[src/verilog/eth_stream_pkg.sv]
package eth_stream_pkg;

  localparam int eth_mtu_bytes = 1500;
  localparam int ip_hdr_bytes  = 20;
  localparam int udp_hdr_bytes = 8;

  localparam int len_w   = 16;
  localparam int total_w = 32;

  // largest udp payload that fits one frame
  localparam logic [len_w-1:0] max_pkt_bytes =
    len_w'(eth_mtu_bytes - ip_hdr_bytes - udp_hdr_bytes);

  localparam int gap_cycles = 128;  // idle cycles after each packet

  localparam int fifo_addr_w = 11;
  localparam int fifo_depth  = 1 << fifo_addr_w;
  localparam int fifo_cnt_w  = 12;  // one bit more than the address

  localparam int sample_w = 16;
  localparam int byte_w   = 8;

  // send controller states
  localparam int ctrl_state_w = 4;
  localparam logic [ctrl_state_w-1:0] st_idle         = 4'd0;
  localparam logic [ctrl_state_w-1:0] st_burst_wait   = 4'd1;
  localparam logic [ctrl_state_w-1:0] st_burst_send   = 4'd2;
  localparam logic [ctrl_state_w-1:0] st_burst_gap    = 4'd3;
  localparam logic [ctrl_state_w-1:0] st_burst_length = 4'd4;
  localparam logic [ctrl_state_w-1:0] st_stream_wait  = 4'd5;
  localparam logic [ctrl_state_w-1:0] st_stream_send  = 4'd6;
  localparam logic [ctrl_state_w-1:0] st_stream_done  = 4'd7;
  localparam logic [ctrl_state_w-1:0] st_stream_gap   = 4'd8;

endpackage

[src/verilog/sample_byte_splitter.sv]
`timescale 1ns/1ps

module sample_byte_splitter import eth_stream_pkg::*; (
  input  logic                clk125M,
  input  logic                reset_n,
  input  logic                sample_valid,
  input  logic [sample_w-1:0] sample_data,
  output logic                fifo_wr,
  output logic [byte_w-1:0]   fifo_din
);

  logic [byte_w-1:0] low_byte;
  logic              pending;  // low byte still to be written

  always_ff @(posedge clk125M or negedge reset_n) begin
    if (!reset_n) begin
      fifo_wr <= 1'b0;
      pending <= 1'b0;
    end else begin
      fifo_wr <= 1'b0;
      if (pending) begin
        fifo_wr <= 1'b1;
        pending <= 1'b0;
      end else if (sample_valid) begin
        fifo_wr <= 1'b1;
        pending <= 1'b1;
      end
    end
  end

  // byte path to the fifo
  always_ff @(posedge clk125M) begin
    if (pending) begin
      fifo_din <= low_byte;
    end else if (sample_valid) begin
      fifo_din <= sample_data[sample_w-1:byte_w];  // high byte first
      low_byte <= sample_data[byte_w-1:0];
    end
  end

endmodule

[config.mk]
export PLATFORM = sky130hd
export DESIGN_NAME = sample_byte_splitter
export DESIGN_NICKNAME = d
export VERILOG_FILES = /design/src/verilog/eth_stream_pkg.sv /design/src/verilog/sample_byte_splitter.sv
export SDC_FILE = /design/constraint.sdc
export NUM_CORES = 1
export LEC_CHECK = 0
export BUFFER_PORTS_ARGS = -buffer_cell sky130_fd_sc_hd__buf_2
export CORE_MARGIN = 4
export CORE_UTILIZATION = 48
export DETAILED_ROUTE_END_ITERATION = 8
export GPL_TIMING_DRIVEN = 0
export MAX_ROUTING_LAYER = met4
export PLACE_DENSITY_LB_ADDON = 0.05
export SYNTH_ARGS = -nofsm -noshare
export SYNTH_HDL_FRONTEND = slang
export SYNTH_SLANG_ARGS = --single-unit
[constraint.sdc]
create_clock -name clk125M -period 2.3 [get_ports clk125M]
set_input_delay 0.46 -clock clk125M [delete_from_list [all_inputs] [get_ports clk125M]]
set_output_delay 0.46 -clock clk125M [all_outputs]
set_load 0.01 [all_outputs]
* After elaboration in Yosys (flattened, before gate mapping)
Cells that the tools add are included.
Storage, ports and cells: bits in registers 18, output and inout bits 9, input bits 19, word-level logic and storage cells 12
Operators by class: reduce and logical (&&, ||, !) cells 2, multiplexer cells 5, bitwise operators 1
Operators with widths (number):
- 8-bit 2-to-1 mux | 2
- 1-bit 2-to-1 mux | 3
- 2-bit AND reduction | 1
- 2-bit nonzero test | 1
- 1-bit inverter | 1

* Longest topological paths before layout
Gate-level depths: netlist of run 1.
depth after elaboration 2, gate-level depth with buffers 2, mapped depth without buffers 1

* Worst setup path before layout of run 1
OpenSTA, ideal clock, no wires.
path kind register to register, start register pending, end register fifo_din[0] (enable), path buffers 1, clock period less this slack 1.112 ns, required time 2.014 ns, stages on the path, launching flop included 3, arrival time 0.826 ns, setup time 0.286 ns, setup slack 1.188 ns, cells stage by stage dfrtp_1 buf_6 or2_1
On the way: longest elaborated chain between the ends 1
Ends and longest elaborated chain:
- start, declared | line sample_byte_splitter.sv:13 | logic pending;
- start signal, assigned | line sample_byte_splitter.sv:18 | pending <= 1'b0;
- start signal, assigned | line sample_byte_splitter.sv:23 | pending <= 1'b0;
- start signal, assigned | line sample_byte_splitter.sv:26 | pending <= 1'b1;
- 2-bit nonzero test (no source line)
- end signal, assigned | line sample_byte_splitter.sv:34 | fifo_din <= low_byte;
- end signal, assigned | line sample_byte_splitter.sv:36 | fifo_din <= sample_data[sample_w-1:byte_w];
- end, declared | line sample_byte_splitter.sv:9 | output logic [byte_w-1:0] fifo_din
Every way passes these cells. A chain may end at the register's enable or synchronous reset.

* Worst setup path in the final report of run 1
start register fifo_din[2], end output fifo_din[2]
No word-level cell between the ends.

==> results of run 1 <==
## state kept, by name, summed over array words and instances (netlist names)
| name | count |
|---|---|
| pending | 1 |
| low_byte | 8 |
| fifo_din | 8 |
| fifo_wr | 1 |
## power breakdown
group	switching, mW	internal [mW]	leakage [nW]
sequential	0.00582	0.384	0.180
combinational	0.0323	0.0434	0.185
clock	0.0904	0.0963	0.0210
total	0.128	0.524	0.385
## routing by layer
layer  track usage  vias to the layer above  wire length, um
met3       0.02372                        0              108
li1              -                      174                -
met5             -                        -                0
met1        0.1018                      158              320
met4       0.07018                        0                0
met2        0.2089                       19              570
## cells in the mapped netlist, drive strengths merged
cell type / n / share of area
edfxtp: 16 / 0.71
mux2: 8 / 0.18
dfrtp: 2 / 0.074
buf: 1 / 0.017
or2: 1 / 0.0092
and2b: 1 / 0.013
## area by class of cell
cell class	instances	area [um2]
buffer	1	11.26
sequential	18	530.5
tap	15	18.77
fill	99	440.4
clock buffer	4	36.28
timing repair buffer	28	145.1
multi-input combinational	10	135.1
## stage by stage
step,hold slack [ps],std cells,worst slack [ps]
2_1_floorplan,164.4,29,1188
3_3_place_gp,244.7,71,1101
3_5_place_dp,247.2,71,1079
4_1_cts,338.2,76,994.1
5_1_grt,329.3,76,969.2
6_report,345.8,76,1021
## how the worst max path moves through the flow
stage / depth (start not counted) / slack [ps] / startpoint / endpoint
finish: 1 / 1020 / fifo_din[2] / fifo_din[2]
global route: 1 / 970 / fifo_din[2] / fifo_din[2]
CTS: 1 / 990 / fifo_din[2] / fifo_din[2]
detailed placement: 2 / 1080 / sample_valid / fifo_din[5]
global placement: 2 / 1100 / sample_valid / fifo_din[5]
floorplan: 2 / 1190 / pending / fifo_din[0]
## cells in the final DEF (no fill, tap or decap)
cell            n
buf_6           1
clkbuf_4        3
buf_2          27
clkbuf_8        1
mux2_4          8
or2_1           1
dfrtp_1         2
dlygate4sd3_1   1
and2b_2         1
edfxtp_1       16
## kinds of logic (layout without fill, tap and decap cells)
group,count (synthesis),after routing,share of synthesized area
flip-flops,18,18,0.7837
multiplexers,8,8,0.1775
AND/OR/NAND/NOR,2,2,0.02219
buffers and inverters,1,33,0.01663
==> impl_metrics.yaml, run 1 <==
outcome:
  run_status: "complete, no violations"
floorplanning:
  io_pins: 28
  rows: 13
  die_x_um: 45.55
  start_util: 0.5138
  die_y_um: 45.55
  core_area_um2: 1318
  die_area_um2: 2075
power_and_ir_drop:
  p_leak_nw: 0.3854
  power_per_cell_area_nw_per_um2: 744.1
  irDropWorstVdd_mv: 0.4502
  power_mw: 0.6526
critical_path:
  worstRegToRegCells: 2
  cp-end-kind: "primary output"
  r2r-end: "fifo_din[0]"
  critPathTopFamily: "flip-flops"
  slowest_stage: "edfxtp_1"
  max_stage_delay_ps: 390
  required_ps: 1840
  rrSetupSlack_ps: 1110
  path_cells: "buf_2"
  arrival_ps: 820
  critical_path_class: "reg -> out"
  cp_num_buf_inv: 1
  r2r_start: "pending"
  crit_path_max_fanout: 1
  crit_path_start_kind: "flip-flop"
place:
  port_buffers: 27
  placed_cell_area_um2: 830.8
  gp_congestion: 0.6168
hold_path:
  min_to: "low_byte[6]"
  min_path_cells: 1
  hp-class: "in -> reg"
  hp-start: "sample_data[6]"
global_route:
  grt_use_total: 0.1132
  grt_pass1_vias: 384
  grt_pass1_wl_um: 1511
  antenna_found_initial: 0
  grt_max_degree: 11
  grt-ovfl-total: 0
detailed_routing:
  vias: 351
  ant_nets: 0
  routedWlPerCell_um: 13.14
  initialDrtViolationCount: 7
  drt-vias-per-instance: 4.618
  firstDrtPassIters: 2
  drc: 0
  routed_wl_um: 999
cts:
  clkSlewWorstSetupHoldPaths_ps: 100
  cts_tree: "built"
  h-tree-depth: 1
  clockBufferDepth: 2
  clockRootBuffer: "clkbuf_4"
  clock_sinks: 18
  cts_resized: 0
  numCtsBuffers: 3
  clk_latency_ps: 280
  cts_hold_buffers: 1
  cts_setup_buffers: 0
sta:
  fin_tns_setup_ps: 0
  worst_pin_slew_ps: 362.1
  period_share: 0.5563
  finalSetupViolations: 0
  clock_skew_ps: 2.308
  rsz0062_at_grt: "false"
  drv_slew: 0
  fmax_ghz: 0.7816
  relSlewSlack: 0.7586
  hold_violations: 0
  fin_crit_ps: 1279
finish:
  num_antenna_cells: 0
  final_nets: 81
  utilization: 0.6657
  postLayoutCellArea_um2: 877.1
  syn_to_final_growth_pct: 29.57
  drive_above_1_share: 0.6721
synthesis:
  synthCells: 29
  syn-num-nets: 48
  synth_area_um2: 676.9
  synth_warnings: 0
  synth_seq_cells: 18
  seq_area_frac_synth: 0.7837
  synth.distinct_cells: 6
  syn_avg_cell_area_um2: 23.34
job:
  drv_cap: 0
Power figures use the tool's default switching activity.
==> inputs of run 2 (changes only) <==
- ABC_AREA: not set -> 1
- CORE_UTILIZATION: 48 -> 39
- clock period: 2.3 -> 1.1 ns (I/O delays scaled with it)
==> impl_metrics.yaml, run 2 <==
outcome:
  run_status: "complete, no violations"
finish:
  final_cells: 95
  postLayoutCellArea_um2: 853.3
  multi_input_area_um2: 112.6
  regArea_um2: 530.5
  biggestRegsByFlops: "fifo_din x8, low_byte x8"
  fillers: 145
  num_antenna_cells: 0
  layout_commonest_cell: "buf_2"
  utilization: 0.5536
  syn_to_final_growth_pct: 31.91
  final_nets: 99
  drive_above_1_share: 0.4304
  final_cell_mix: "buf_2 (27), nand2_1 (24), edfxtp_1 (16)"
cts:
  clock_sinks: 18
  clockRootBuffer: "clkbuf_4"
  cts_setup_buffers: 0
  h-tree-depth: 1
  clkSlewWorstSetupHoldPaths_ps: 90
  clockBufferDepth: 2
  clk_latency_ps: 280
  numCtsBuffers: 3
  cts_tree: "built"
sta:
  finalSetupViolations: 0
  relSlewSlack: 0.8351
  fin_crit_ps: 1067
  drv_slew: 0
  fmax_ghz: 0.9370
  clock_skew_ps: 1.961
  rsz0062_at_grt: "false"
  worst_pin_slew_ps: 246.7
  period_share: 0.9702
  hold_violations: 0
global_route:
  grt_pass1_wl_um: 1628
  grt-ovfl-total: 0
  grt_pass1_vias: 400
  grt_max_degree: 11
  antenna_found_initial: 0
  grt_use_total: 0.09133
power_and_ir_drop:
  power_per_cell_area_nw_per_um2: 1503
  p_comb_frac: 0.116
  internal_power_mw: 1.003
  clkPwrFrac: 0.248
  p_sw_frac: 0.2176
  switchingPower_mw: 0.2790
  pwr-share-seq: 0.636
  irDropWorstVdd_mv: 0.7509
  p_leak_nw: 0.4009
critical_path:
  arrival_ps: 1050
  critical_path_class: "reg -> reg"
  crit_path_start_kind: "flip-flop"
  crit_path_max_fanout: 10
  worstRegToRegCells: 2
  cp-end-kind: "flip-flop"
  rrSetupSlack_ps: 30
  required_ps: 1080
detailed_routing:
  drt-vias-per-instance: 4.389
  routed_wl_um: 961
  initialDrtViolationCount: 8
  ant_nets: 0
  vias: 417
  drc: 0
  firstDrtPassIters: 4
  routedWlPerCell_um: 10.12
synthesis:
  synth_top_cell_by_area: "edfxtp_1"
  syn-num-nets: 66
  seq_area_frac_synth: 0.8201
  synth_seq_cells: 18
  yosys-top-cells-count: "nand2_1 (25), edfxtp_1 (16), dfrtp_1 (2)"
  ys_async_sr_fraction: 0.1111
  synth_warnings: 0
  synthTopCellsByArea: "edfxtp_1 (74%), nand2_1 (15%), dfrtp_1 (7.7%), buf_6 (1.7%), inv_1 (0.58%)"
  synthFlopType: "edfxtp_1"
  synth_top_area_share: 0.7427
  syn_avg_cell_area_um2: 13.76
  synthCells: 47
  synth_most_common_cell: "nand2_1"
  synth_edf_count: 16
  synth_area_um2: 646.9
  synth.distinct_cells: 7
job:
  drv_cap: 0
place:
  port_buffers: 27
  dpl.cell_count: 90
  placed_cell_area_um2: 809.5
  gp_congestion: 0.6689
floorplanning:
  rows: 14
  io_pins: 28
  core_area_um2: 1541
  die_y_um: 48.73
  start_util: 0.4196
  die_x_um: 48.73
  die_area_um2: 2374
hold_path:
  min_path_cells: 1
  hp-class: "in -> reg"
## run 2: changes by cell type after synthesis, sizes merged
cell,change
nand2,+25
and2b,-1
inv,+2
or2,-1
nor2,+1
mux2,-8
## run 2: area by class of cell
class                      instances  area share
sequential                        18      0.6217
timing repair buffer              28      0.1701
multi-input combinational         26      0.1320
clock buffer                       3     0.02639
tap                               16     0.02346
buffer                             1     0.01320
inverter                           2    0.008798
clock inverter                     1    0.004399
## run 2: what timing repair did
| item | CTS | global route |
|---|---|---|
| resized for setup | 1 | 1 |
| setup endpoints to repair | 9 | 8 |
| hold endpoints to repair | 2 | 0 |
| hold buffers | 1 | 0 |
## run 2: per-stage QoR
step | hold slack, ps | TNS (ps) | power, mW | setup WS (ps)
after floorplan | -75.59 | 0 | 0.9062 | 28.92
after global placement | 7.689 | -685.0 | 0.9747 | -85.83
after detailed placement | 8.017 | -824.9 | 0.9771 | -103.3
after CTS | 96.08 | 0 | 1.292 | 5.816
after global routing | 83.60 | 0 | 1.342 | 0.3532
final | 102.3 | 0 | 1.282 | 32.78
## run 2: power groups by stage
stage | sequential [mW] | combinational, mW | clock [mW]
5_1_grt | 0.822 | 0.167 | 0.353
2_1_floorplan | 0.852 | 0.0542 | 0
3_3_place_gp | 0.832 | 0.143 | 0
3_5_place_dp | 0.832 | 0.145 | 0
4_1_cts | 0.816 | 0.150 | 0.326
6_report | 0.816 | 0.149 | 0.318
## run 2: worst max-delay path, cell delays in order (launching register included)
cell	delay, ps
dfrtp_1	390
buf_6	140
nor2_4	230
## run 2: final timing paths
path	from	end
worst max-delay path	pending	low_byte[7]
worst min-delay path	sample_data[0]	low_byte[0]
worst max register to register	pending	low_byte[7]
worst min register to register	low_byte[5]	fifo_din[5]
max in group asynchronous	reset_n	pending
min in group asynchronous	reset_n	fifo_wr
## run 2: cell families (layout without fill, tap and decap cells)
group,after synthesis,in the layout,share of synthesized area
AND/OR/NAND/NOR,26,26,0.1509
flip-flops,18,18,0.8201
buffers and inverters,3,35,0.02900
## run 2: metal layers
layer | wire (um) | part of all wire | global-route usage
met1 | 383 | 0.40 | 0.09960
met4 | 16 | 0.017 | 0.05381
met3 | 102 | 0.11 | 0.03374
met5 | 0 | 0 | -
met2 | 458 | 0.48 | 0.1413
==> inputs of run 3 (changes only) <==
--- a/config.mk
+++ b/config.mk
@@ -15,2 +15,3 @@
 export PLACE_DENSITY_LB_ADDON = 0.05
+export SLEW_MARGIN = 15
 export SYNTH_ARGS = -nofsm -noshare
==> constraint.sdc (replaced) <==
create_clock -name clk125M -period 1.1 [get_ports clk125M]
set_input_delay 0.055 -clock clk125M [delete_from_list [all_inputs] [get_ports clk125M]]
set_output_delay 0.055 -clock clk125M [all_outputs]
set_load 0.01 [all_outputs]
==> impl_metrics.yaml, run 3 (synthesis results as in run 2) <==
global_route:
  grt-ovfl-total: 0
  grt_pass1_wl_um: 1835
  antenna_found_initial: 0
  grt_max_degree: 11
  grt_use_total: 0.1032
  grt_pass1_vias: 431
place:
  port_buffers: 27
  gp_congestion: 0.6689
  placed_cell_area_um2: 809.5
finish:
  syn_to_final_growth_pct: 44.29
  final_cell_mix: "buf_2 (27), nand2_1 (24), edfxtp_1 (16)"
  layout_commonest_cell: "buf_2"
  num_antenna_cells: 0
  postLayoutCellArea_um2: 933.4
  final_nets: 107
  utilization: 0.6055
  drive_above_1_share: 0.3908
  biggestRegsByFlops: "fifo_din x8, low_byte x8"
cts:
  clkSlewWorstSetupHoldPaths_ps: 100
  cts_tree: "built"
  numCtsBuffers: 3
  clockBufferDepth: 2
  clk_latency_ps: 290
  clockRootBuffer: "clkbuf_4"
  h-tree-depth: 1
  clock_sinks: 18
floorplanning:
  die_x_um: 48.73
  die_y_um: 48.73
  core_area_um2: 1541
  rows: 14
  die_area_um2: 2374
  start_util: 0.4196
  io_pins: 28
sta:
  finalSetupViolations: 0
  rsz0062_at_grt: "false"
  worst_pin_slew_ps: 243.9
  drv_slew: 0
  fin_crit_ps: 1063
  clock_skew_ps: 0.9744
  timing.hold.ws_ps: 29.01
  fmax_ghz: 0.9405
  period_share: 0.9666
  relSlewSlack: 0.8370
  fin_tns_setup_ps: 0
  hold_violations: 0
detailed_routing:
  initialDrtViolationCount: 2
  routedWlPerCell_um: 10.37
  drt-vias-per-instance: 4.340
  routed_wl_um: 1068
  drc: 0
  vias: 447
  firstDrtPassIters: 4
  ant_nets: 0
critical_path:
  critical_path_class: "reg -> reg"
  crit_path_start_kind: "flip-flop"
  cp-end-kind: "flip-flop"
  required_ps: 1080
  rrSetupSlack_ps: 40
  crit_path_max_fanout: 10
  arrival_ps: 1050
power_and_ir_drop:
  irDropWorstVdd_mv: 0.7477
  power_per_cell_area_nw_per_um2: 1403
  p_leak_nw: 0.4343
outcome:
  run_status: "complete, no violations"
job:
  drv_cap: 0
hold_path:
  hp-class: "in -> reg"
-- run 3: cell count changes in the layout (fill, tap and decap cells not counted), sizes merged --
cell         change
dlygate4sd3      +8
-- run 3: cell type report --
class | instances | area [um2]
multi-input combinational | 26 | 112.6
clock inverter | 1 | 3.754
inverter | 2 | 7.507
fill | 137 | 608.1
clock buffer | 3 | 22.52
buffer | 1 | 11.26
tap | 16 | 20.02
sequential | 18 | 530.5
timing repair buffer | 36 | 225.2
-- run 3: where the power goes --
part	switching [mW]	internal, mW
combinational	0.0868	0.0844
sequential	0.0102	0.806
clock	0.191	0.132
total	0.288	1.02
-- run 3: critical path: stages, from the launching register on --
cell,delay (ps)
dfrtp_1,390
buf_6,140
nor2_4,230
-- run 3: metal layers --
| metal | global-route usage | routed length, um | up-vias |
|---|---|---|---|
| li1 | - | - | 233 |
| met1 | 0.1076 | 418 | 188 |
| met2 | 0.1717 | 552 | 22 |
| met3 | 0.03374 | 80 | 4 |
| met4 | 0.05381 | 16 | 0 |
| met5 | - | 0 | - |
-- run 3: worst paths after layout --
check	startpoint	endpoint	cells after the start
worst max register to register	pending	low_byte[7]	2
worst min register to register	low_byte[5]	fifo_din[5]	2
min in group asynchronous	reset_n	fifo_wr	2
worst min-delay path	sample_data[13]	fifo_din[5]	3
worst max-delay path	pending	low_byte[7]	2
max in group asynchronous	reset_n	pending	2
-- run 3: stage by stage --
| step | cells | power (mW) | setup WS, ps |
|---|---|---|---|
| 5_1_grt | 103 | 1.369 | 0.3360 |
| 3_5_place_dp | 90 | 0.9771 | -103.3 |
| 4_1_cts | 103 | 1.314 | 5.816 |
| 3_3_place_gp | 90 | 0.9747 | -85.83 |
| 6_report | 103 | 1.310 | 36.69 |
| 2_1_floorplan | 47 | 0.9062 | 28.92 |
-- run 3: repair_timing --
| item | 4_1_cts | 5_1_grt |
|---|---|---|
| endpoints found under the setup margin | 9 | 8 |
| endpoints found under the hold margin | 10 | 0 |
| setup buffers | 0 | 0 |
| hold buffers | 9 | 0 |
| resized for setup | 1 | 1 |
| cloned | 0 | 0 |
