$ cat src/verilog/eth_stream_pkg.sv
package eth_stream_pkg;

  localparam int eth_mtu_bytes = 1500;
  localparam int ip_hdr_bytes  = 20;
  localparam int udp_hdr_bytes = 8;

  localparam int len_w   = 16;
  localparam int total_w = 32;

  // largest udp payload that fits one frame
  localparam logic [len_w-1:0] max_pkt_bytes =
    len_w'(eth_mtu_bytes - ip_hdr_bytes - udp_hdr_bytes);

  localparam int gap_cycles = 128;  // idle cycles after each packet

  localparam int fifo_addr_w = 11;
  localparam int fifo_depth  = 1 << fifo_addr_w;
  localparam int fifo_cnt_w  = 12;  // one bit more than the address

  localparam int sample_w = 16;
  localparam int byte_w   = 8;

  // send controller states
  localparam int ctrl_state_w = 4;
  localparam logic [ctrl_state_w-1:0] st_idle         = 4'd0;
  localparam logic [ctrl_state_w-1:0] st_burst_wait   = 4'd1;
  localparam logic [ctrl_state_w-1:0] st_burst_send   = 4'd2;
  localparam logic [ctrl_state_w-1:0] st_burst_gap    = 4'd3;
  localparam logic [ctrl_state_w-1:0] st_burst_length = 4'd4;
  localparam logic [ctrl_state_w-1:0] st_stream_wait  = 4'd5;
  localparam logic [ctrl_state_w-1:0] st_stream_send  = 4'd6;
  localparam logic [ctrl_state_w-1:0] st_stream_done  = 4'd7;
  localparam logic [ctrl_state_w-1:0] st_stream_gap   = 4'd8;

endpackage

$ cat src/verilog/eth_send_ctrl.sv
`timescale 1ns/1ps

module eth_send_ctrl import eth_stream_pkg::*; (
  input  logic                  clk125M,
  input  logic                  reset_n,
  input  logic                  eth_tx_done,
  input  logic                  restart_req,
  input  logic                  stream_mode,
  input  logic [fifo_cnt_w-1:0] fifo_rd_cnt,
  input  logic [total_w-1:0]    total_data_num,
  output logic                  pkt_tx_en,
  output logic [len_w-1:0]      pkt_length
);

  logic [ctrl_state_w-1:0]            state;
  logic [total_w-1:0]                 data_num;  // samples still to send
  logic [$clog2(gap_cycles+1)-1:0]    gap_cnt;
  logic [len_w-1:0]                   fifo_even_len;

  assign fifo_even_len = len_w'({fifo_rd_cnt[fifo_cnt_w-1:1], 1'b0});

  // two bytes per sample up to one full payload
  function automatic logic [len_w-1:0] burst_len(input logic [total_w-1:0] n);
    if (n >= total_w'(max_pkt_bytes >> 1))
      return max_pkt_bytes;
    return {n[len_w-2:0], 1'b0};
  endfunction

  always_ff @(posedge clk125M or negedge reset_n) begin
    if (!reset_n) begin
      state      <= st_idle;
      pkt_tx_en  <= 1'b0;
      pkt_length <= '0;
      data_num   <= '0;
      gap_cnt    <= '0;
    end else begin
      pkt_tx_en <= 1'b0;
      case (state)
        st_idle: begin
          gap_cnt <= '0;
          if (stream_mode) begin
            pkt_length <= max_pkt_bytes;
            state      <= st_stream_wait;
          end else if (restart_req && total_data_num != '0) begin
            data_num   <= total_data_num;
            pkt_length <= burst_len(total_data_num);
            state      <= st_burst_wait;
          end
        end

        st_burst_wait: begin
          // last sample may still be in the splitter
          if (fifo_rd_cnt >= pkt_length - len_w'(2)) begin
            pkt_tx_en <= 1'b1;
            state     <= st_burst_send;
          end
        end

        st_burst_send: begin
          if (eth_tx_done) begin
            data_num <= data_num - (pkt_length >> 1);
            state    <= st_burst_gap;
          end
        end

        st_burst_gap: begin
          if (gap_cnt >= gap_cycles) begin
            gap_cnt <= '0;
            state   <= st_burst_length;
          end else begin
            gap_cnt <= gap_cnt + 1'b1;
          end
        end

        st_burst_length: begin
          if (data_num != '0) begin
            pkt_length <= burst_len(data_num);
            state      <= st_burst_wait;
          end else if (stream_mode) begin
            pkt_length <= max_pkt_bytes;
            state      <= st_stream_wait;
          end else begin
            state <= st_idle;
          end
        end

        st_stream_wait: begin
          if (stream_mode) begin
            if (fifo_rd_cnt >= max_pkt_bytes) begin
              pkt_length <= max_pkt_bytes;
              state      <= st_stream_send;
            end
          end else if (fifo_rd_cnt >= fifo_cnt_w'(2)) begin
            // flush the even part of what is left
            if (fifo_even_len > max_pkt_bytes)
              pkt_length <= max_pkt_bytes;
            else
              pkt_length <= fifo_even_len;
            state <= st_stream_send;
          end else begin
            state <= st_idle;
          end
        end

        st_stream_send: begin
          pkt_tx_en <= 1'b1;
          state     <= st_stream_done;
        end

        st_stream_done: begin
          if (eth_tx_done)
            state <= st_stream_gap;
        end

        st_stream_gap: begin
          if (gap_cnt >= gap_cycles) begin
            gap_cnt <= '0;
            if (stream_mode || fifo_rd_cnt >= fifo_cnt_w'(2))
              state <= st_stream_wait;
            else
              state <= st_idle;
          end else begin
            gap_cnt <= gap_cnt + 1'b1;
          end
        end

        default: state <= st_idle;
      endcase
    end
  end

endmodule

$ cat config.mk
export PLATFORM = sky130hd
export DESIGN_NAME = eth_send_ctrl
export DESIGN_NICKNAME = d
export VERILOG_FILES = /design/src/verilog/eth_stream_pkg.sv /design/src/verilog/eth_send_ctrl.sv
export SDC_FILE = /design/constraint.sdc
export NUM_CORES = 1
export LEC_CHECK = 0
export ABC_CLOCK_PERIOD_IN_PS = 2900
export BUFFER_PORTS_ARGS = -buffer_cell sky130_fd_sc_hd__buf_2
export CAP_MARGIN = 20
export CORE_UTILIZATION = 59
export CTS_BUF_LIST = sky130_fd_sc_hd__clkbuf_4 sky130_fd_sc_hd__clkbuf_8 sky130_fd_sc_hd__clkbuf_16
export DETAILED_ROUTE_END_ITERATION = 6
export GPL_TIMING_DRIVEN = 0
export PLACE_DENSITY_LB_ADDON = 0.12
export SLEW_MARGIN = 20
export SYNTH_ARGS = -nofsm -noshare
export SYNTH_HDL_FRONTEND = slang
export SYNTH_SLANG_ARGS = --single-unit
$ cat constraint.sdc
create_clock -name clk125M -period 2.9 [get_ports clk125M]
set_input_delay 0.29 -clock clk125M [delete_from_list [all_inputs] [get_ports clk125M]]
set_output_delay 0.29 -clock clk125M [all_outputs]
set_load 0.005 [all_outputs]
Word level (Yosys, flattened, before mapping)
Cells that the tools add are included.
{"block": "word_totals", "register_bits": 61, "inputBits": 49, "out_inout_bits": 17, "wordCells": 88}
{"block": "op_classes", "eq_ne": 19, "magnitude_cmp": 7, "n_reduce_logical": 12, "add_sub_neg": 3, "mux": 42}
{"operator": "16-bit two-way mux", "count": 11}
{"operator": "32-bit two-way mux", "count": 3}
{"operator": "32-bit by 10-bit >= comparator with 1-bit output (second input constant)", "count": 2}
{"operator": "32-bit one-hot mux with 2 select lines", "count": 1}
{"operator": "32-bit nonzero test", "count": 2}
{"operator": "16-bit one-hot mux with 3 select lines", "count": 1}
{"operator": "4-bit two-way mux", "count": 9}
{"operator": "4-bit one-hot mux with 9 select lines", "count": 1}
{"operator": "32-bit by 15-bit subtractor with 32-bit output", "count": 1}
{"operator": "4-bit by 3-bit == test with 1-bit output (second input constant)", "count": 4}
{"operator": "12-bit by 16-bit >= comparator with 1-bit output", "count": 1}
{"operator": "8-bit one-hot mux with 2 select lines", "count": 1}
{"operator": "16-bit by 2-bit subtractor with 16-bit output (second input constant)", "count": 1}
{"operator": "2-bit != test (second input constant)", "count": 7}
{"operator": "12-bit by 11-bit >= comparator with 1-bit output (second input constant)", "count": 1}
{"operator": "12-bit by 2-bit >= comparator with 1-bit output (second input constant)", "count": 1}
{"operator": "12-bit by 11-bit > comparator with 1-bit output (second input constant)", "count": 1}
{"operator": "12-bit two-way mux", "count": 1}
{"operator": "3-bit two-way mux", "count": 4}
{"operator": "3-bit != test (second input constant)", "count": 4}
{"operator": "8-bit by 1-bit adder with 8-bit output (second input constant)", "count": 1}
{"operator": "4-bit by 2-bit == test with 1-bit output (second input constant)", "count": 2}
{"operator": "8-bit >= comparator (second input constant)", "count": 1}
{"operator": "1-bit two-way mux", "count": 8}
{"operator": "13 further kinds", "count": 14}

Logic depth before layout (Yosys ltp)
Gate-level depths: netlist of the first run.
{"block": "depth", "depth_word": 9, "mapped_depth": 13}

Worst setup path after synthesis of the first run
Ideal clock, no wire load.
{"block": "synth_path", "kind": "reg-to-reg", "start": "register pkt_length[6]", "end": "register state[0]", "path_slack_ps": 249, "stages_incl_launch_ff": 11, "t_arrival_ps": 2509, "synth_period_minus_slack_ps": 2651, "required_time_ps": 2759, "path_cell_list": "dfrtp_1 -> nor4_1 -> nand4_1 -> xnor2_1 -> ha_1 -> and4_1 -> o2111ai_1 -> a311oi_1 -> nor2_1 -> nand2_1 -> a31oi_1"}
{"block": "synth_via", "elab_chain_len": 4}
{"element": "start, declared", "line_no": "eth_send_ctrl.sv:12", "rtl": "output logic [len_w-1:0] pkt_length"}
{"element": "start signal, assigned", "line_no": "eth_send_ctrl.sv:42", "rtl": "pkt_length <= max_pkt_bytes;"}
{"element": "start signal, assigned", "line_no": "eth_send_ctrl.sv:46", "rtl": "pkt_length <= burst_len(total_data_num);"}
{"element": "start signal, assigned", "line_no": "eth_send_ctrl.sv:77", "rtl": "pkt_length <= burst_len(data_num);"}
{"element": "16-bit by 2-bit subtractor with 16-bit output", "line_no": "eth_send_ctrl.sv:53", "rtl": "if (fifo_rd_cnt >= pkt_length - len_w'(2)) begin"}
{"element": "12-bit by 16-bit >= comparator with 1-bit output", "line_no": "eth_send_ctrl.sv:53"}
{"element": "2-bit != test (no source line)"}
{"element": "7-bit AND reduction (no source line)"}
{"element": "end signal, assigned", "line_no": "eth_send_ctrl.sv:55", "rtl": "state <= st_burst_send;"}
{"element": "end signal, assigned", "line_no": "eth_send_ctrl.sv:62", "rtl": "state <= st_burst_gap;"}
{"element": "end signal, assigned", "line_no": "eth_send_ctrl.sv:69", "rtl": "state <= st_burst_length;"}
{"element": "end, declared", "line_no": "eth_send_ctrl.sv:15", "rtl": "logic [ctrl_state_w-1:0] state;"}
No other way between the ends.
A chain may end at the register's enable or synchronous reset.

Final worst setup path of the first run
{"block": "layout_path", "start": "register pkt_length[2]", "end": "register data_num[27]"}
{"block": "layout_via", "elab_chain_len": 3}
{"element": "32-bit by 15-bit subtractor with 32-bit output", "line_no": "eth_send_ctrl.sv:61", "rtl": "data_num <= data_num - (pkt_length >> 1);"}
{"element": "32-bit two-way mux", "line_no": "eth_send_ctrl.sv:60", "rtl": "if (eth_tx_done) begin"}
{"element": "32-bit one-hot mux with 2 select lines", "line_no": "eth_send_ctrl.sv:38", "rtl": "case (state)"}
{"element": "end signal, assigned", "line_no": "eth_send_ctrl.sv:45", "rtl": "data_num <= total_data_num;"}
{"element": "end signal, assigned", "line_no": "eth_send_ctrl.sv:61"}
{"element": "end, declared", "line_no": "eth_send_ctrl.sv:16", "rtl": "logic [total_w-1:0] data_num;"}
No other way between the ends. The select of a mux whose other input is x is not followed.

==> results.json, run 1 <==
{
  "ir_worst_vdd_mv": 0.506,
  "p_clk_frac": 0.157,
  "overflow": 0,
  "clock_latency_ps": 350,
  "p_sw_frac": 0.474,
  "max-cap-violations": 0,
  "drt_iter0_markers": 609,
  "synth.yosys.warnings": 0,
  "synth_area_um2": 4890,
  "hold_slack_ps": 29.4,
  "worstHoldPathType": "in2async",
  "wl_um": 15000,
  "drc": 3,
  "synthesis.nets": 674,
  "dp_hpwl_um": 11100,
  "cts_htree_levels": 3,
  "gp_congestion": 0.966,
  "timing.slew.headroom": 0.469,
  "io_buffers": 64,
  "crit_start": "pkt_length[2]",
  "crit_path_max_fanout": 6,
  "finalHoldViolations": 0,
  "ys_ff_latch": 60,
  "cts_tree": "yes",
  "avgSynthCellArea_um2": 8.21,
  "cts_root_buf": "clkbuf_8",
  "period_minus_slack_ps": 2750,
  "slew_viol_final": 0,
  "synth-async-reset-ratio": 1.00,
  "max_stage_delay_ps": 480,
  "ys_seq_area_frac": 0.307,
  "rsz0062_at_grt": "false",
  "setup_tns_ps": 0,
  "power.switching_mw": 2.42,
  "crit_top_cell": "a311oi_1",
  "core-area_um2": 7890,
  "ff2ff_setup_slack_ps": 150,
  "wire_per_inst_um": 19.3,
  "synth_edf_count": 0,
  "cp-end-kind": "flip-flop",
  "initial_utilization": 0.620,
  "setup_violations": 0,
  "leakage_nw": 2.42,
  "cp_slowest_cell": "dfrtp_1",
  "critPathKind": "reg2reg",
  "tightestPinTransition_ps": 796,
  "start_kind": "flip-flop",
  "mostFrequentLayoutCell": "buf_2",
  "areaGrowthSynthToFinish_pct": 14.5,
  "die_area_um2": 8650,
  "mostFrequentLayoutCells": "67 x buf_2, 62 x nor2_1, 60 x dfrtp_1",
  "fillers": 654,
  "required_ps": 3150,
  "grt_max_degree": 61,
  "rows": 32,
  "fmax_mhz": 364,
  "grt_pass1_vias": 4896,
  "period_share": 0.948,
  "cts_sinks": 60,
  "cp_cell_sequence": "inv_1 > ha_1 > nor2b_1 > o31a_1 > o21ai_1 > a211o_1 > and3_1 > a311oi_1 > a311oi_1",
  "cts_max_path_buffers": 2,
  "p_comb_frac": 0.556,
  "p_seq_frac": 0.287,
  "detail-route-antenna-nets": 0,
  "p_int_mw": 2.69,
  "fp.dieH_um": 93.0,
  "outcome": "finished with violations",
  "vias": 5149,
  "antenna_cells": 0,
  "cts_buffers": 9,
  "finClkSkew_ps": 12.9,
  "reg2reg_from": "pkt_length[2]",
  "ys.flop_type": "dfrtp_1",
  "cp.arrival_ps": 3000,
  "die_x_um": 93.0,
  "firstDrtPassIters": 7,
  "globalRouteTotalUtil": 0.361,
  "synth.distinct_cells": 76,
  "violations": "design-rule violations",
  "antenna_found_initial": 0,
  "p_per_area_nw_per_um2": 914,
  "drive_gt1_frac": 0.179,
  "finalPower_mw": 5.11,
  "grt_pass1_wl_um": 24300,
  "synth_cells": 595,
  "clk_pin_slew_ps": 70,
  "ioPinCount": 66,
  "vias_per_cell": 6.63,
  "nets": 749
}
## timing repair
| action | 4_1_cts | 5_1_grt |
|---|---|---|
| pin swaps | 0 | 1 |
| buffers inserted | 0 | 2 |
| gates resized for setup | 4 | 9 |
| hold buffers | 0 | 0 |
| setup endpoints to repair | 15 | 32 |
## layer usage
metal	GRT usage	wire length (µm)
met1	0.496	6230
met2	0.558	6740
met3	0.0667	1530
met4	0.155	503
met5	0	0
## kinds of logic after synthesis
kind of cell	Yosys count	share of synthesized area
compound gates	175	0.240
mux	13	0.0276
other cells	1	0.000767
fa+ha+maj	30	0.0783
flops	60	0.307
xor+xnor	20	0.0358
buf+inv	65	0.0586
simple gates	231	0.252
## per-stage QoR
step	cells	instance area (µm²)	setup WS (ps)	util
5_1_grt	777	5590	11.4	0.709
6_report	777	5590	151	0.709
2_1_floorplan	595	4890	249	-
4_1_cts	777	5560	42.9	0.704
3_5_place_dp	761	5340	-314	0.677
3_3_place_gp	761	5340	-245	0.676
## cell type report
type,instances,area (µm²),area share
well taps,102,128,0.0228
repair buffers,66,338,0.0604
clock inverters,6,63.8,0.0114
clock buffers,10,138,0.0246
multi-input cells,470,3140,0.562
inverters,37,139,0.0248
flip-flops and latches,60,1500,0.268
plain buffers,26,144,0.0257
## power groups by stage
stage                     clock network [mW]  logic [mW]  registers (mW)
after global routing                   0.841        3.12            1.50
final                                  0.803        2.84            1.47
after detailed placement                   0        2.71            1.46
after floorplan                            0        2.10            1.36
after CTS                              0.800        2.74            1.44
after global placement                     0        2.61            1.44
## synthesized netlist by cell type (5+ instances only)
master / count / share of area
a211oi_1: 5 / 0.0077
a21o_1: 8 / 0.012
a21oi_1: 46 / 0.047
a222oi_1: 9 / 0.018
a311oi_1: 7 / 0.013
a31oi_1: 10 / 0.013
and3_1: 5 / 0.0064
clkbuf_1: 18 / 0.014
dfrtp_1: 60 / 0.31
ha_1: 29 / 0.074
inv_1: 37 / 0.028
mux2i_1: 9 / 0.018
nand2_1: 41 / 0.031
nand2b_1: 12 / 0.015
nand3_1: 24 / 0.025
nand4_1: 11 / 0.014
nor2_1: 62 / 0.048
nor3_1: 17 / 0.017
nor4_1: 16 / 0.020
o211ai_1: 8 / 0.012
o21ai_0: 23 / 0.024
o21ai_1: 13 / 0.013
o22ai_1: 5 / 0.0064
or3_1: 8 / 0.010
xnor2_1: 11 / 0.020
xor2_1: 9 / 0.016
## flip-flops by register name (all words and copies together) (netlist names)
name        flops
data_num       32
pkt_tx_en       1
gap_cnt         8
pkt_length     15
state           4
## worst max-delay path, delay by kind of cell, from the launching register on
family / cells / cell delay, ps
adder cells (fa/ha/maj): 1 / 310
AND/OR/NAND/NOR: 2 / 520
buffers and inverters: 1 / 170
flip-flops: 1 / 480
AO/OA/AOI/OAI: 5 / 1160
## final timing paths
path                                  endpoint  cells past startpoint
worst max-delay path              data_num[27]                      9
worst min-delay path            pkt_length[11]                      1
worst max register to register    data_num[27]                      9
worst min register to register    data_num[30]                      1
max in group asynchronous         data_num[25]                      1
min in group clk125M              data_num[10]                      3
Note: power is estimated with default switching activity, not from simulation.
==> run 2: changes to the inputs <==
--- a/config.mk
+++ b/config.mk
@@ -5,7 +5,7 @@
 export SDC_FILE = /design/constraint.sdc
 export NUM_CORES = 1
 export LEC_CHECK = 0
-export ABC_CLOCK_PERIOD_IN_PS = 2900
+export ABC_CLOCK_PERIOD_IN_PS = 3100
 export BUFFER_PORTS_ARGS = -buffer_cell sky130_fd_sc_hd__buf_2
 export CAP_MARGIN = 20
 export CORE_UTILIZATION = 59
==> constraint.sdc (replaced) <==
create_clock -name clk125M -period 3.1 [get_ports clk125M]
set_input_delay 0.31 -clock clk125M [delete_from_list [all_inputs] [get_ports clk125M]]
set_output_delay 0.31 -clock clk125M [all_outputs]
set_load 0.005 [all_outputs]
==> results.json, run 2 (synthesized netlist as in run 1, its figures left out) <==
{
  "start_kind": "input port",
  "violations": "design-rule violations",
  "post-cts-setup-buffers": 0,
  "fmax_mhz": 337,
  "detail-route-antenna-nets": 0,
  "required_ps": 3370,
  "crit_path_max_fanout": 10,
  "cts_root_buf": "clkbuf_8",
  "p_per_area_nw_per_um2": 851,
  "wire_per_inst_um": 19.2,
  "dpl_cell_area_um2": 5340,
  "finalHoldViolations": 0,
  "largest_reg_flops": 32,
  "endpoint": "data_num[24]",
  "fp.dieH_um": 93.0,
  "finClkSkew_ps": 12.0,
  "max_flop_register": "data_num",
  "io_buffers": 64,
  "power.switching_mw": 2.25,
  "vias_per_cell": 6.61,
  "ioPinCount": 66,
  "firstDrtPassIters": 7,
  "max-cap-violations": 0,
  "ff2ff_setup_slack_ps": 160,
  "wl_um": 14900,
  "grt_pass1_wl_um": 24300,
  "cts_buffers": 9,
  "dp_hpwl_um": 11100,
  "grt_pass1_vias": 4898,
  "tightestPinTransition_ps": 799,
  "cp.arrival_ps": 3240,
  "slew_viol_final": 0,
  "cts_sinks": 60,
  "cts_htree_levels": 3,
  "die_x_um": 93.0,
  "cts_max_path_buffers": 2,
  "cp-end-kind": "flip-flop",
  "drt_iter0_markers": 520,
  "postLayoutCellArea_um2": 5560,
  "ctsHoldBuffers": 0,
  "outcome": "finished with violations",
  "place_inst": 761,
  "p_seq_frac": 0.289,
  "core-area_um2": 7890,
  "ir_worst_vdd_mv": 0.487,
  "worstHoldPathType": "in2async",
  "globalRouteTotalUtil": 0.361,
  "reg_top3": "data_num x32, pkt_length x15, gap_cnt x8",
  "vias": 5138,
  "cts_tree": "yes",
  "p_comb_frac": 0.553,
  "mostFrequentLayoutCell": "buf_2",
  "drc": 10,
  "initial_utilization": 0.620,
  "reg2reg_depth": 8,
  "antenna_cells": 0,
  "grt_max_degree": 61,
  "p_clk_frac": 0.158,
  "period_minus_slack_ps": 2970,
  "antenna_found_initial": 0,
  "r2r_end": "data_num[24]",
  "leakage_nw": 2.41,
  "critPathKind": "in2reg",
  "clk_pin_slew_ps": 80,
  "period_share": 0.958,
  "die_area_um2": 8650,
  "clock_latency_ps": 350,
  "crit_start": "total_data_num[21]",
  "drive_gt1_frac": 0.167,
  "timing.slew.headroom": 0.467,
  "nets": 749,
  "p_sw_frac": 0.475,
  "setup_violations": 0,
  "overflow": 0,
  "areaGrowthSynthToFinish_pct": 13.7,
  "p_int_mw": 2.48,
  "rsz0062_at_grt": "false",
  "rows": 32,
  "reg2reg_from": "state[3]",
  "gp_congestion": 0.966,
  "mostFrequentLayoutCells": "67 x buf_2, 62 x nor2_1, 60 x dfrtp_1",
  "stdcell_count": 777
}
==> run 2: area by class of cell <==
| type | count | area, µm² |
|---|---|---|
| multi-input combinational | 470 | 3120 |
| timing repair buffer | 64 | 323 |
| inverter | 37 | 139 |
| buffer | 28 | 149 |
| sequential | 60 | 1500 |
| clock inverter | 6 | 63.8 |
| clock buffer | 10 | 138 |
| tap | 102 | 128 |
| fill | 660 | 2330 |
==> run 2: worst min path at each step <==
stage,startpoint,end,slack (ps),cells after the start
after global placement,data_num[30],data_num[30],460,1
after CTS,reset_n,pkt_tx_en,80,1
after detailed placement,reset_n,pkt_length[11],450,1
final,reset_n,pkt_length[5],50,1
after floorplan,reset_n,data_num[0],10,0
after global routing,reset_n,pkt_length[5],100,1
==> run 2: per-stage QoR <==
stage	hold slack, ps	power, mW	setup slack (ps)	TNS (ps)	util
floorplan	14.4	3.24	449	0	-
CTS	75.6	4.65	72.2	0	0.703
detailed placement	449	3.89	-134	-1090	0.677
finish	50.4	4.73	131	0	0.704
global route	101	5.06	40.7	0	0.704
global placement	463	3.79	-65.0	-530	0.676
==> run 2: layer usage <==
layer	vias up	GRT usage	part of all wire
li1	2371	-	-
met1	2375	0.494	0.41
met2	339	0.557	0.45
met3	53	0.0715	0.11
met4	0	0.150	0.031
met5	-	0.00641	0
==> run 2: worst max-delay path: stages <==
cell and delay, ps:
buf_2 100, nor4_1 610, nand4_1 320, nor4_1 670
o21ai_1 350, clkbuf_1 330, clkbuf_2 310, a21oi_1 220
==> run 2: power by group through the flow <==
stage                     registers [mW]  logic [mW]  clock network (mW)
final                               1.37        2.62               0.745
after global routing                1.40        2.88               0.783
after CTS                           1.35        2.55               0.748
after detailed placement            1.36        2.53                   0
after global placement              1.34        2.44                   0
after floorplan                     1.27        1.96                   0
==> run 2: what timing repair did <==
action                     4_1_cts  5_1_grt
hold endpoints to repair         0        0
gates resized for setup          1        4
setup endpoints to repair        1       13
